<file path="config.mk">
export PLATFORM = sky130hd
export DESIGN_NAME = dllp_generator_top
export DESIGN_NICKNAME = d
export VERILOG_FILES = /design/src/hdl/dllp_pkg.sv /design/src/hdl/active_dllp_scheduler.sv /design/src/hdl/dllp_framer.sv /design/src/hdl/dllp_generator_top.sv /design/src/hdl/dllp_tx_arbiter.sv /design/src/hdl/fc_init_sequencer.sv
export SDC_FILE = /design/constraint.sdc
export NUM_CORES = 1
export LEC_CHECK = 0
export BUFFER_PORTS_ARGS = -buffer_cell sky130_fd_sc_hd__buf_2
export CORE_AREA = 2 2 148 150
export CTS_CLUSTER_DIAMETER = 30
export DETAILED_ROUTE_END_ITERATION = 10
export DIE_AREA = 0 0 150 152
export GPL_TIMING_DRIVEN = 0
export PLACE_DENSITY = 0.86
export SKIP_LAST_GASP = 1
export SLEW_MARGIN = 20
export SYNTH_ARGS = -nofsm -noshare
export SYNTH_HDL_FRONTEND = slang
export SYNTH_HIERARCHICAL = 1
export SYNTH_SLANG_ARGS = --single-unit
</file>
<file path="constraint.sdc">
create_clock -name sclk -period 5.9 [get_ports sclk]
set_input_delay 1.18 -clock sclk [delete_from_list [all_inputs] [get_ports sclk]]
set_output_delay 1.18 -clock sclk [all_outputs]
set_load 0.02 [all_outputs]
</file>
<file path="src/hdl/dllp_pkg.sv">
package dllp_pkg;

    // Link state as reported by the DLCMSM
    typedef enum logic [1:0] {
        LINK_INACTIVE = 2'd0,
        LINK_INIT1    = 2'd1,
        LINK_INIT2    = 2'd2,
        LINK_ACTIVE   = 2'd3
    } link_state_e;

    typedef logic [31:0] dllp_body_t;
    typedef logic [15:0] crc16_t;
    typedef logic [11:0] fc_credit_t;
    typedef logic [11:0] seq_num_t;
    typedef logic [7:0]  dllp_type_t;

    localparam dllp_type_t DLLP_INITFC1_P    = 8'h40;
    localparam dllp_type_t DLLP_INITFC1_NP   = 8'h50;
    localparam dllp_type_t DLLP_INITFC1_CPL  = 8'h60;
    localparam dllp_type_t DLLP_INITFC2_P    = 8'hC0;
    localparam dllp_type_t DLLP_INITFC2_NP   = 8'hD0;
    localparam dllp_type_t DLLP_INITFC2_CPL  = 8'hE0;
    localparam dllp_type_t DLLP_UPDATEFC_P   = 8'h80;
    localparam dllp_type_t DLLP_UPDATEFC_NP  = 8'h90;
    localparam dllp_type_t DLLP_UPDATEFC_CPL = 8'hA0;
    localparam dllp_type_t DLLP_ACK          = 8'h00;
    localparam dllp_type_t DLLP_NAK          = 8'h10;

    localparam logic [15:0] DLLP_SDP_TOKEN = 16'hACF0;
    localparam crc16_t      CRC16_POLY     = 16'h100B;
    localparam crc16_t      CRC16_INIT     = 16'hFFFF;

    // Bitwise CRC-16, MSB of the body first
    function automatic crc16_t dllp_crc16(dllp_body_t body);
        crc16_t crc;
        crc = CRC16_INIT;
        for (int i = 31; i >= 0; i--) begin
            if (crc[15] ^ body[i])
                crc = {crc[14:0], 1'b0} ^ CRC16_POLY;
            else
                crc = {crc[14:0], 1'b0};
        end
        return ~crc;
    endfunction

    function automatic dllp_body_t fc_body(dllp_type_t dtype, fc_credit_t hdr, fc_credit_t data);
        return {dtype, 2'b00, hdr[7:0], 2'b00, data};  // Scale fields stay zero
    endfunction

    function automatic dllp_body_t acknak_body(dllp_type_t dtype, seq_num_t seq);
        return {dtype, 12'd0, seq};
    endfunction

endpackage

</file>
<file path="src/hdl/active_dllp_scheduler.sv">
`timescale 1ns/1ps

module active_dllp_scheduler #(
    parameter int RESEND_INTERVAL = 1024
) (
    input  logic                  sclk,
    input  logic                  rst_i,
    input  dllp_pkg::link_state_e link_state_i,
    input  dllp_pkg::fc_credit_t  cc_p_h_i,
    input  dllp_pkg::fc_credit_t  cc_p_d_i,
    input  dllp_pkg::fc_credit_t  cc_np_h_i,
    input  dllp_pkg::fc_credit_t  cc_cpl_h_i,
    input  dllp_pkg::fc_credit_t  cc_cpl_d_i,
    input  logic                  nak_scheduled_i,
    input  dllp_pkg::seq_num_t    next_rcv_seq_i,
    output logic                  body_valid_o,
    output dllp_pkg::dllp_body_t  body_o,
    input  logic                  body_accept_i
);

    localparam int CNT_W = $clog2(RESEND_INTERVAL + 1);
    localparam logic [CNT_W-1:0] CNT_LAST = CNT_W'(RESEND_INTERVAL - 1);

    typedef enum logic [2:0] {S_IDLE, S_P, S_NP, S_CPL, S_AN, S_WAIT} state_e;

    state_e               state_q;
    logic [CNT_W-1:0]     cnt_q;
    logic                 sample;

    dllp_pkg::fc_credit_t p_h_q;
    dllp_pkg::fc_credit_t p_d_q;
    dllp_pkg::fc_credit_t np_h_q;
    dllp_pkg::fc_credit_t cpl_h_q;
    dllp_pkg::fc_credit_t cpl_d_q;
    logic                 nak_q;
    dllp_pkg::seq_num_t   seq_q;

    // A new round starts out of idle or at the end of the wait
    assign sample = (state_q == S_IDLE) || (state_q == S_WAIT && cnt_q == CNT_LAST);

    always_ff @(posedge sclk) begin
        if (rst_i || link_state_i != dllp_pkg::LINK_ACTIVE) begin
            state_q <= S_IDLE;
            cnt_q   <= '0;
        end else begin
            case (state_q)
                S_IDLE: state_q <= S_P;
                S_P:    if (body_accept_i) state_q <= S_NP;
                S_NP:   if (body_accept_i) state_q <= S_CPL;
                S_CPL:  if (body_accept_i) state_q <= S_AN;
                S_AN: begin
                    if (body_accept_i) begin
                        state_q <= S_WAIT;
                        cnt_q   <= '0;
                    end
                end
                S_WAIT: begin
                    if (cnt_q == CNT_LAST)
                        state_q <= S_P;
                    else
                        cnt_q <= cnt_q + 1'b1;
                end
                default: state_q <= S_IDLE;
            endcase
        end
    end

    // Snapshot held for the whole round
    always_ff @(posedge sclk) begin
        if (sample) begin
            p_h_q   <= cc_p_h_i;
            p_d_q   <= cc_p_d_i;
            np_h_q  <= cc_np_h_i;
            cpl_h_q <= cc_cpl_h_i;
            cpl_d_q <= cc_cpl_d_i;
            nak_q   <= nak_scheduled_i;
            seq_q   <= next_rcv_seq_i;
        end
    end

    always_comb begin
        case (state_q)
            S_NP:    body_o = dllp_pkg::fc_body(dllp_pkg::DLLP_UPDATEFC_NP, np_h_q, '0);
            S_CPL:   body_o = dllp_pkg::fc_body(dllp_pkg::DLLP_UPDATEFC_CPL, cpl_h_q, cpl_d_q);
            S_AN:    body_o = dllp_pkg::acknak_body(
                         nak_q ? dllp_pkg::DLLP_NAK : dllp_pkg::DLLP_ACK, seq_q);
            default: body_o = dllp_pkg::fc_body(dllp_pkg::DLLP_UPDATEFC_P, p_h_q, p_d_q);
        endcase
    end

    assign body_valid_o = (state_q == S_P) || (state_q == S_NP) ||
                          (state_q == S_CPL) || (state_q == S_AN);

endmodule

</file>
<file path="src/hdl/dllp_framer.sv">
`timescale 1ns/1ps

module dllp_framer #(
    parameter int PIPE_DATA_WIDTH = 256
) (
    input  logic                       sclk,
    input  logic                       rst_i,
    input  logic                       in_valid_i,
    input  dllp_pkg::dllp_body_t       in_body_i,
    output logic                       in_ready_o,
    output logic                       dllp_valid_o,
    output logic [PIPE_DATA_WIDTH-1:0] dllp_data_o,
    input  logic                       dllp_ready_i
);

    logic                       valid_q;
    logic [PIPE_DATA_WIDTH-1:0] data_q;
    logic [PIPE_DATA_WIDTH-1:0] next_word;

    // Token in the low bits, then body and CRC, rest zero
    always_comb begin
        next_word       = '0;
        next_word[63:0] = {dllp_pkg::dllp_crc16(in_body_i), in_body_i, dllp_pkg::DLLP_SDP_TOKEN};
    end

    // Free slot, or the held word leaves this cycle
    assign in_ready_o = !valid_q || dllp_ready_i;

    always_ff @(posedge sclk) begin
        if (rst_i)
            valid_q <= 1'b0;
        else if (in_valid_i && in_ready_o)
            valid_q <= 1'b1;
        else if (dllp_ready_i)
            valid_q <= 1'b0;
    end

    always_ff @(posedge sclk) begin
        if (in_valid_i && in_ready_o)
            data_q <= next_word;
    end

    assign dllp_valid_o = valid_q;
    assign dllp_data_o  = data_q;

    a_out_hold: assert property (@(posedge sclk) disable iff (rst_i)
        dllp_valid_o && !dllp_ready_i |=> dllp_valid_o && $stable(dllp_data_o));

endmodule

</file>
<file path="src/hdl/dllp_generator_top.sv">
`timescale 1ns/1ps

module dllp_generator_top #(
    parameter int PIPE_DATA_WIDTH         = 256,
    parameter int RESEND_INTERVAL         = 1024,
    parameter int CREDIT_LIMIT_P_HEADER   = 16,
    parameter int CREDIT_LIMIT_P_DATA     = 16,
    parameter int CREDIT_LIMIT_NP_HEADER  = 16,
    parameter int CREDIT_LIMIT_CPL_HEADER = 16,
    parameter int CREDIT_LIMIT_CPL_DATA   = 16
) (
    input  logic                       sclk,
    input  logic                       rst_i,
    input  dllp_pkg::link_state_e      link_state_i,
    input  dllp_pkg::fc_credit_t       cc_p_h_i,
    input  dllp_pkg::fc_credit_t       cc_p_d_i,
    input  dllp_pkg::fc_credit_t       cc_np_h_i,
    input  dllp_pkg::fc_credit_t       cc_cpl_h_i,
    input  dllp_pkg::fc_credit_t       cc_cpl_d_i,
    input  logic                       nak_scheduled_i,
    input  dllp_pkg::seq_num_t         next_rcv_seq_i,
    output logic [PIPE_DATA_WIDTH-1:0] dllp_data_o,
    output logic                       dllp_valid_o,
    input  logic                       dllp_ready_i,
    output logic                       init1_done_o,
    output logic                       init2_done_o
);

    logic                 init1_valid;
    logic                 init2_valid;
    logic                 act_valid;
    dllp_pkg::dllp_body_t init1_body;
    dllp_pkg::dllp_body_t init2_body;
    dllp_pkg::dllp_body_t act_body;
    logic [2:0]           peer_accept;  // Peer 0 init1, 1 init2, 2 active
    logic                 arb_valid;
    dllp_pkg::dllp_body_t arb_body;
    logic                 framer_ready;

    fc_init_sequencer #(
        .PHASE                   (dllp_pkg::LINK_INIT1),
        .RESEND_INTERVAL         (RESEND_INTERVAL),
        .CREDIT_LIMIT_P_HEADER   (CREDIT_LIMIT_P_HEADER),
        .CREDIT_LIMIT_P_DATA     (CREDIT_LIMIT_P_DATA),
        .CREDIT_LIMIT_NP_HEADER  (CREDIT_LIMIT_NP_HEADER),
        .CREDIT_LIMIT_CPL_HEADER (CREDIT_LIMIT_CPL_HEADER),
        .CREDIT_LIMIT_CPL_DATA   (CREDIT_LIMIT_CPL_DATA)
    ) init1_seq_i (
        .sclk          (sclk),
        .rst_i         (rst_i),
        .link_state_i  (link_state_i),
        .body_valid_o  (init1_valid),
        .body_o        (init1_body),
        .body_accept_i (peer_accept[0]),
        .init_done_o   (init1_done_o)
    );

    fc_init_sequencer #(
        .PHASE                   (dllp_pkg::LINK_INIT2),
        .RESEND_INTERVAL         (RESEND_INTERVAL),
        .CREDIT_LIMIT_P_HEADER   (CREDIT_LIMIT_P_HEADER),
        .CREDIT_LIMIT_P_DATA     (CREDIT_LIMIT_P_DATA),
        .CREDIT_LIMIT_NP_HEADER  (CREDIT_LIMIT_NP_HEADER),
        .CREDIT_LIMIT_CPL_HEADER (CREDIT_LIMIT_CPL_HEADER),
        .CREDIT_LIMIT_CPL_DATA   (CREDIT_LIMIT_CPL_DATA)
    ) init2_seq_i (
        .sclk          (sclk),
        .rst_i         (rst_i),
        .link_state_i  (link_state_i),
        .body_valid_o  (init2_valid),
        .body_o        (init2_body),
        .body_accept_i (peer_accept[1]),
        .init_done_o   (init2_done_o)
    );

    active_dllp_scheduler #(
        .RESEND_INTERVAL (RESEND_INTERVAL)
    ) active_sched_i (
        .sclk            (sclk),
        .rst_i           (rst_i),
        .link_state_i    (link_state_i),
        .cc_p_h_i        (cc_p_h_i),
        .cc_p_d_i        (cc_p_d_i),
        .cc_np_h_i       (cc_np_h_i),
        .cc_cpl_h_i      (cc_cpl_h_i),
        .cc_cpl_d_i      (cc_cpl_d_i),
        .nak_scheduled_i (nak_scheduled_i),
        .next_rcv_seq_i  (next_rcv_seq_i),
        .body_valid_o    (act_valid),
        .body_o          (act_body),
        .body_accept_i   (peer_accept[2])
    );

    dllp_tx_arbiter #(
        .NUM_PEERS (3)
    ) arbiter_i (
        .sclk         (sclk),
        .rst_i        (rst_i),
        .req_valid_i  ({act_valid, init2_valid, init1_valid}),
        .req_body_i   ({act_body, init2_body, init1_body}),
        .req_accept_o (peer_accept),
        .out_valid_o  (arb_valid),
        .out_body_o   (arb_body),
        .out_ready_i  (framer_ready)
    );

    dllp_framer #(
        .PIPE_DATA_WIDTH (PIPE_DATA_WIDTH)
    ) framer_i (
        .sclk         (sclk),
        .rst_i        (rst_i),
        .in_valid_i   (arb_valid),
        .in_body_i    (arb_body),
        .in_ready_o   (framer_ready),
        .dllp_valid_o (dllp_valid_o),
        .dllp_data_o  (dllp_data_o),
        .dllp_ready_i (dllp_ready_i)
    );

endmodule

</file>
<file path="src/hdl/dllp_tx_arbiter.sv">
`timescale 1ns/1ps

module dllp_tx_arbiter #(
    parameter int NUM_PEERS = 3
) (
    input  logic                            sclk,
    input  logic                            rst_i,
    input  logic [NUM_PEERS-1:0]            req_valid_i,
    input  logic [NUM_PEERS*32-1:0]         req_body_i,
    output logic [NUM_PEERS-1:0]            req_accept_o,
    output logic                            out_valid_o,
    output dllp_pkg::dllp_body_t            out_body_o,
    input  logic                            out_ready_i
);

    localparam int IDX_W  = (NUM_PEERS > 1) ? $clog2(NUM_PEERS) : 1;
    localparam int BODY_W = $bits(dllp_pkg::dllp_body_t);

    logic [IDX_W-1:0] last_q;
    logic [IDX_W-1:0] lock_idx_q;
    logic [IDX_W-1:0] search_idx;
    logic [IDX_W-1:0] grant_idx;
    logic             lock_q;

    // Walk backwards so the nearest peer after the last winner is kept
    always_comb begin
        int cand;
        search_idx = last_q;
        for (int i = NUM_PEERS; i >= 1; i--) begin
            cand = (int'(last_q) + i) % NUM_PEERS;
            if (req_valid_i[cand])
                search_idx = IDX_W'(cand);
        end
    end

    assign grant_idx   = lock_q ? lock_idx_q : search_idx;  // Hold the grant while stalled
    assign out_valid_o = req_valid_i[grant_idx];
    assign out_body_o  = req_body_i[int'(grant_idx)*BODY_W +: BODY_W];

    always_comb begin
        req_accept_o            = '0;
        req_accept_o[grant_idx] = out_valid_o && out_ready_i;
    end

    always_ff @(posedge sclk) begin
        if (rst_i) begin
            last_q     <= IDX_W'(NUM_PEERS - 1);  // Peer 0 goes first
            lock_q     <= 1'b0;
            lock_idx_q <= '0;
        end else begin
            lock_q     <= out_valid_o && !out_ready_i;
            lock_idx_q <= grant_idx;
            if (out_valid_o && out_ready_i)
                last_q <= grant_idx;
        end
    end

    // A stalled offer keeps its body until it is taken or withdrawn
    a_grant_hold: assert property (@(posedge sclk) disable iff (rst_i)
        out_valid_o && !out_ready_i |=> !out_valid_o || $stable(out_body_o));

endmodule

</file>
<file path="src/hdl/fc_init_sequencer.sv">
`timescale 1ns/1ps

module fc_init_sequencer #(
    parameter dllp_pkg::link_state_e PHASE = dllp_pkg::LINK_INIT1,
    parameter int RESEND_INTERVAL         = 1024,
    parameter int CREDIT_LIMIT_P_HEADER   = 16,
    parameter int CREDIT_LIMIT_P_DATA     = 16,
    parameter int CREDIT_LIMIT_NP_HEADER  = 16,
    parameter int CREDIT_LIMIT_CPL_HEADER = 16,
    parameter int CREDIT_LIMIT_CPL_DATA   = 16
) (
    input  logic                  sclk,
    input  logic                  rst_i,
    input  dllp_pkg::link_state_e link_state_i,
    output logic                  body_valid_o,
    output dllp_pkg::dllp_body_t  body_o,
    input  logic                  body_accept_i,
    output logic                  init_done_o
);

    localparam int CNT_W = $clog2(RESEND_INTERVAL + 1);
    localparam logic [CNT_W-1:0] CNT_LAST = CNT_W'(RESEND_INTERVAL - 1);
    localparam bit IS_INIT2 = (PHASE == dllp_pkg::LINK_INIT2);

    // Bodies are fixed by the credit limits, so they are constants here
    localparam dllp_pkg::dllp_body_t BODY_P = dllp_pkg::fc_body(
        IS_INIT2 ? dllp_pkg::DLLP_INITFC2_P : dllp_pkg::DLLP_INITFC1_P,
        dllp_pkg::fc_credit_t'(CREDIT_LIMIT_P_HEADER),
        dllp_pkg::fc_credit_t'(CREDIT_LIMIT_P_DATA));
    localparam dllp_pkg::dllp_body_t BODY_NP = dllp_pkg::fc_body(
        IS_INIT2 ? dllp_pkg::DLLP_INITFC2_NP : dllp_pkg::DLLP_INITFC1_NP,
        dllp_pkg::fc_credit_t'(CREDIT_LIMIT_NP_HEADER),
        dllp_pkg::fc_credit_t'(0));
    localparam dllp_pkg::dllp_body_t BODY_CPL = dllp_pkg::fc_body(
        IS_INIT2 ? dllp_pkg::DLLP_INITFC2_CPL : dllp_pkg::DLLP_INITFC1_CPL,
        dllp_pkg::fc_credit_t'(CREDIT_LIMIT_CPL_HEADER),
        dllp_pkg::fc_credit_t'(CREDIT_LIMIT_CPL_DATA));

    typedef enum logic [2:0] {S_IDLE, S_P, S_NP, S_CPL, S_WAIT} state_e;

    state_e           state_q;
    logic [CNT_W-1:0] cnt_q;
    logic             done_q;

    always_ff @(posedge sclk) begin
        if (rst_i || link_state_i != PHASE) begin  // Leaving the phase restarts the FSM
            state_q <= S_IDLE;
            cnt_q   <= '0;
            done_q  <= 1'b0;
        end else begin
            case (state_q)
                S_IDLE: state_q <= S_P;
                S_P:    if (body_accept_i) state_q <= S_NP;
                S_NP:   if (body_accept_i) state_q <= S_CPL;
                S_CPL: begin
                    if (body_accept_i) begin
                        state_q <= S_WAIT;
                        cnt_q   <= '0;
                        done_q  <= 1'b1;  // First full round flags done
                    end
                end
                S_WAIT: begin
                    if (cnt_q == CNT_LAST)
                        state_q <= S_P;
                    else
                        cnt_q <= cnt_q + 1'b1;
                end
                default: state_q <= S_IDLE;
            endcase
        end
    end

    always_comb begin
        case (state_q)
            S_NP:    body_o = BODY_NP;
            S_CPL:   body_o = BODY_CPL;
            default: body_o = BODY_P;
        endcase
    end

    assign body_valid_o = (state_q == S_P) || (state_q == S_NP) || (state_q == S_CPL);
    assign init_done_o  = done_q;

    a_body_hold: assert property (@(posedge sclk) disable iff (rst_i)
        body_valid_o && !body_accept_i && link_state_i == PHASE
        |=> body_valid_o && $stable(body_o));

endmodule

</file>
==> qor.csv <==
metric,value,unit
grt_use_met1,25.3,%
cts_tree,built,
synth_mux_area_share,4.65,%
insertion_delay,0.44,ns
start_util,52.0,%
power.total,6.12,mW
p_per_area,445,nW/um2
synth-compound-area-share,10.3,%
drive_above_1_share,32.9,%
r2r_cells,17,
gr-usage-all-layers,20.9,%
dp.cells,1738,
ys.flop_type,edfxtp_1,
max_cap_violations,0,
ys_ff_latch,159,
worst_pin_slew,0.998,ns
setup_viol,0,
finalMaxSlewViolations,0,
grt_pass1_wl,37.6,mm
worstSetupEndpointType,register,
arrival,5.78,ns
cts_inserted_buffers,17,
worst_slack,0.295,ns
nets,1561,
finalCritPeriodShare,95.0,%
place.port_buffers,116,
grt_start_max_net_pins,26,
syn_area,11100,um2
synth_simple_gate_area_share,10.8,%
ys_seq_area_share,38.5,%
ys.warnings.count,6,
async_reset_ff_share,0,%
first_pass_iters,5,
rsz0062_at_grt,no,
dp_hpwl,18.7,mm
max_slew_margin,32.8,%
hold_path_depth,2,
ant_nets,0,
wl,24.2,mm
gr-usage-met2,36.6,%
num_rows,54,
fin_cells,1769,
die_h,152,um
die-area,22800,um2
post-route-drc-count,0,
grt.met3_usage,4.47,%
worstPathRequired,6.08,ns
via_per_inst,4.57,
finish.utilization,64.4,%
synth_fa_ha_area_share,0.788,%
synth_xor_area_share,13.4,%
grt_pass1_vias,7360,
status,completed,
tns,0,ns
drt_iter0_drc,575,
vdd_drop_max,0.572,mV
clockBufferDepth,2,
antenna_found_initial,0,
cts_hold_buf,0,
ioPinCount,337,
pre_cts_ws,-0.138,ns
synth_edf_count,109,
vias,8084,
die_width,150,um
finalWorstPathRequiredPeriod,5.60,ns
critPathKind,reg -> reg,
busiest_layer,met2,
routabilityCongestion,0.909,
areaGrowthSynthToFinish,23.7,%
synthCells,1070,
p_leak,6.81,nW
start_kind,register,
n_antenna_cell,0,
postCtsSetupBuffers,0,
crit_fanout,17,
final.setup_skew,0.00955,ns
synth_top_family_by_area,buffers and inverters,
drt-wirelength-per-cell,13.7,um
gr-total-overflow,0,
avgSynthCellArea,10.4,um2
hold_path_class,reg -> reg,
clkSinkCount,159,
fmax,178,MHz
hold_violations,0,
yosysUniqueCellTypes,72,
h-tree-depth,4,
core_area,21400,um2
path_clk_slew,0.07,ns
root_buffer,clkbuf_16,
[path summary, 6_finish.rpt]
check	from	to	slack, ns
max	active_sched_i/state_q[2]$_SDFFE_PP0P_	framer_i/dllp_data_o[51]$_DFFE_PP_	0.30
min	init1_seq_i/cnt_q[10]$_SDFFE_PP0P_	init1_seq_i/cnt_q[10]$_SDFFE_PP0P_	0.44
max reg2reg	active_sched_i/state_q[2]$_SDFFE_PP0P_	framer_i/dllp_data_o[51]$_DFFE_PP_	0.30
min reg2reg	init1_seq_i/cnt_q[10]$_SDFFE_PP0P_	init1_seq_i/cnt_q[10]$_SDFFE_PP0P_	0.44
[final cells by class]
cell class | count | area (um2)
Sequential cell | 159 | 4270
Timing Repair Buffer | 120 | 678
Clock inverter | 13 | 95.1
Inverter | 10 | 37.5
Fill cell | 1614 | 7600
Clock buffer | 19 | 453
Buffer | 322 | 2320
Multi-Input combinational cell | 846 | 5540
Tap cell | 280 | 350
[synthesized netlist by cell type (5+ instances only)]
cell	count	share of area [%]
nand4_1	8	0.45
a21oi_1	43	1.9
clkbuf_1	16	0.54
and2_1	8	0.45
dfxtp_1	50	9.0
xnor3_1	20	4.1
nor2b_1	21	1.2
nand3_1	23	1.0
nor2_1	23	0.78
nand2_1	78	2.6
nor3_1	14	0.63
xor2_1	17	1.3
a211oi_1	11	0.74
a311oi_1	11	0.87
xnor2_1	52	4.1
inv_1	10	0.34
ha_1	7	0.79
buf_4	279	19
buf_6	5	0.51
and3_1	8	0.45
xor3_1	11	2.4
buf_2	19	0.86
nand3b_1	6	0.41
or3_1	6	0.34
conb_1	7	0.24
nand2b_1	8	0.45
edfxtp_1	109	29
a31oi_1	16	0.90
a221oi_1	13	1.0
o21ai_0	46	2.1
mux2i_1	49	4.4
[layout by cell type, fill, tap and decap left out, drive strengths merged, types with 9 or more instances in the layout]
cell type | netlist | final
buf | 303 | 423
conb | 7 | 275
edfxtp | 109 | 109
nand2 | 79 | 79
xnor2 | 53 | 53
dfxtp | 50 | 50
o21ai | 50 | 50
mux2i | 49 | 49
a21oi | 43 | 43
clkbuf | 20 | 38
nand3 | 25 | 25
nor2 | 24 | 24
xnor3 | 24 | 24
nor2b | 21 | 21
inv | 10 | 19
xor2 | 17 | 17
a31oi | 17 | 17
nor3 | 14 | 14
a221oi | 13 | 13
xor3 | 13 | 13
a211oi | 11 | 11
a311oi | 11 | 11
and3 | 9 | 9
[cells by family (layout without fill, tap and decap cells)]
logic type,Yosys count,after routing
buf+inv,333,484
simple gates,229,229
compound gates,177,177
flops,159,159
xor+xnor,107,107
mux,51,51
fa+ha+maj,7,7
other cells,7,275
[critical path, cell delays in order, from the launching register on]
cell and delay (ns):
dfxtp_1 0.31, clkbuf_2 0.26, buf_2 0.34, xnor2_4 0.21
nand2_1 0.10, o221ai_1 0.28, a2111oi_2 0.12, a311oi_1 0.32
buf_6 0.19, buf_2 0.30, mux2i_1 0.14, o21ai_0 0.31
buf_6 0.20, xor3_2 0.58, xnor3_2 0.52, xnor2_4 0.32
xnor3_2 0.47, xnor3_1 0.34
[metal layers]
| metal | share of wire (%) | vias to the layer above |
|---|---|---|
| met4 | 2.5 | 0 |
| met3 | 7.5 | 49 |
| met1 | 40 | 3635 |
| li1 | - | 4047 |
| met5 | 0 | - |
| met2 | 50 | 353 |
[per-stage QoR]
stage	instance area (um2)	hold WS (ns)
after floorplan	12100	0.407
after global placement	13000	0.416
after detailed placement	13200	0.437
after CTS	13700	0.446
after global routing	13700	0.477
final	13700	0.443
[where the power goes]
| group | leakage [nW] | internal [mW] | switching (mW) |
|---|---|---|---|
| Sequential | 1.48 | 1.61 | 0.0298 |
| Clock | 0.276 | 0.566 | 0.463 |
| Combinational | 5.05 | 1.91 | 1.54 |
| Total | 6.81 | 4.08 | 2.04 |
[repair_timing]
item,CTS,global route
endpoints found under the hold margin,0,0
pin swaps,0,0
setup endpoints to repair,10,10
gates resized for setup,4,3
[sequential cells by signal, summed over array words and instances (netlist names), 2 cells and up]
register                count
active_sched_i/cnt_q       11
active_sched_i/cpl_d_q     12
active_sched_i/cpl_h_q      8
active_sched_i/np_h_q       8
active_sched_i/p_d_q       12
active_sched_i/p_h_q        8
active_sched_i/seq_q       12
active_sched_i/state_q      3
arbiter_i/last_q            2
arbiter_i/lock_idx_q        2
framer_i/dllp_data_o       48
init1_seq_i/cnt_q          11
init1_seq_i/state_q         3
init2_seq_i/cnt_q          11
init2_seq_i/state_q         3
Power figures use the tool's default switching activity.
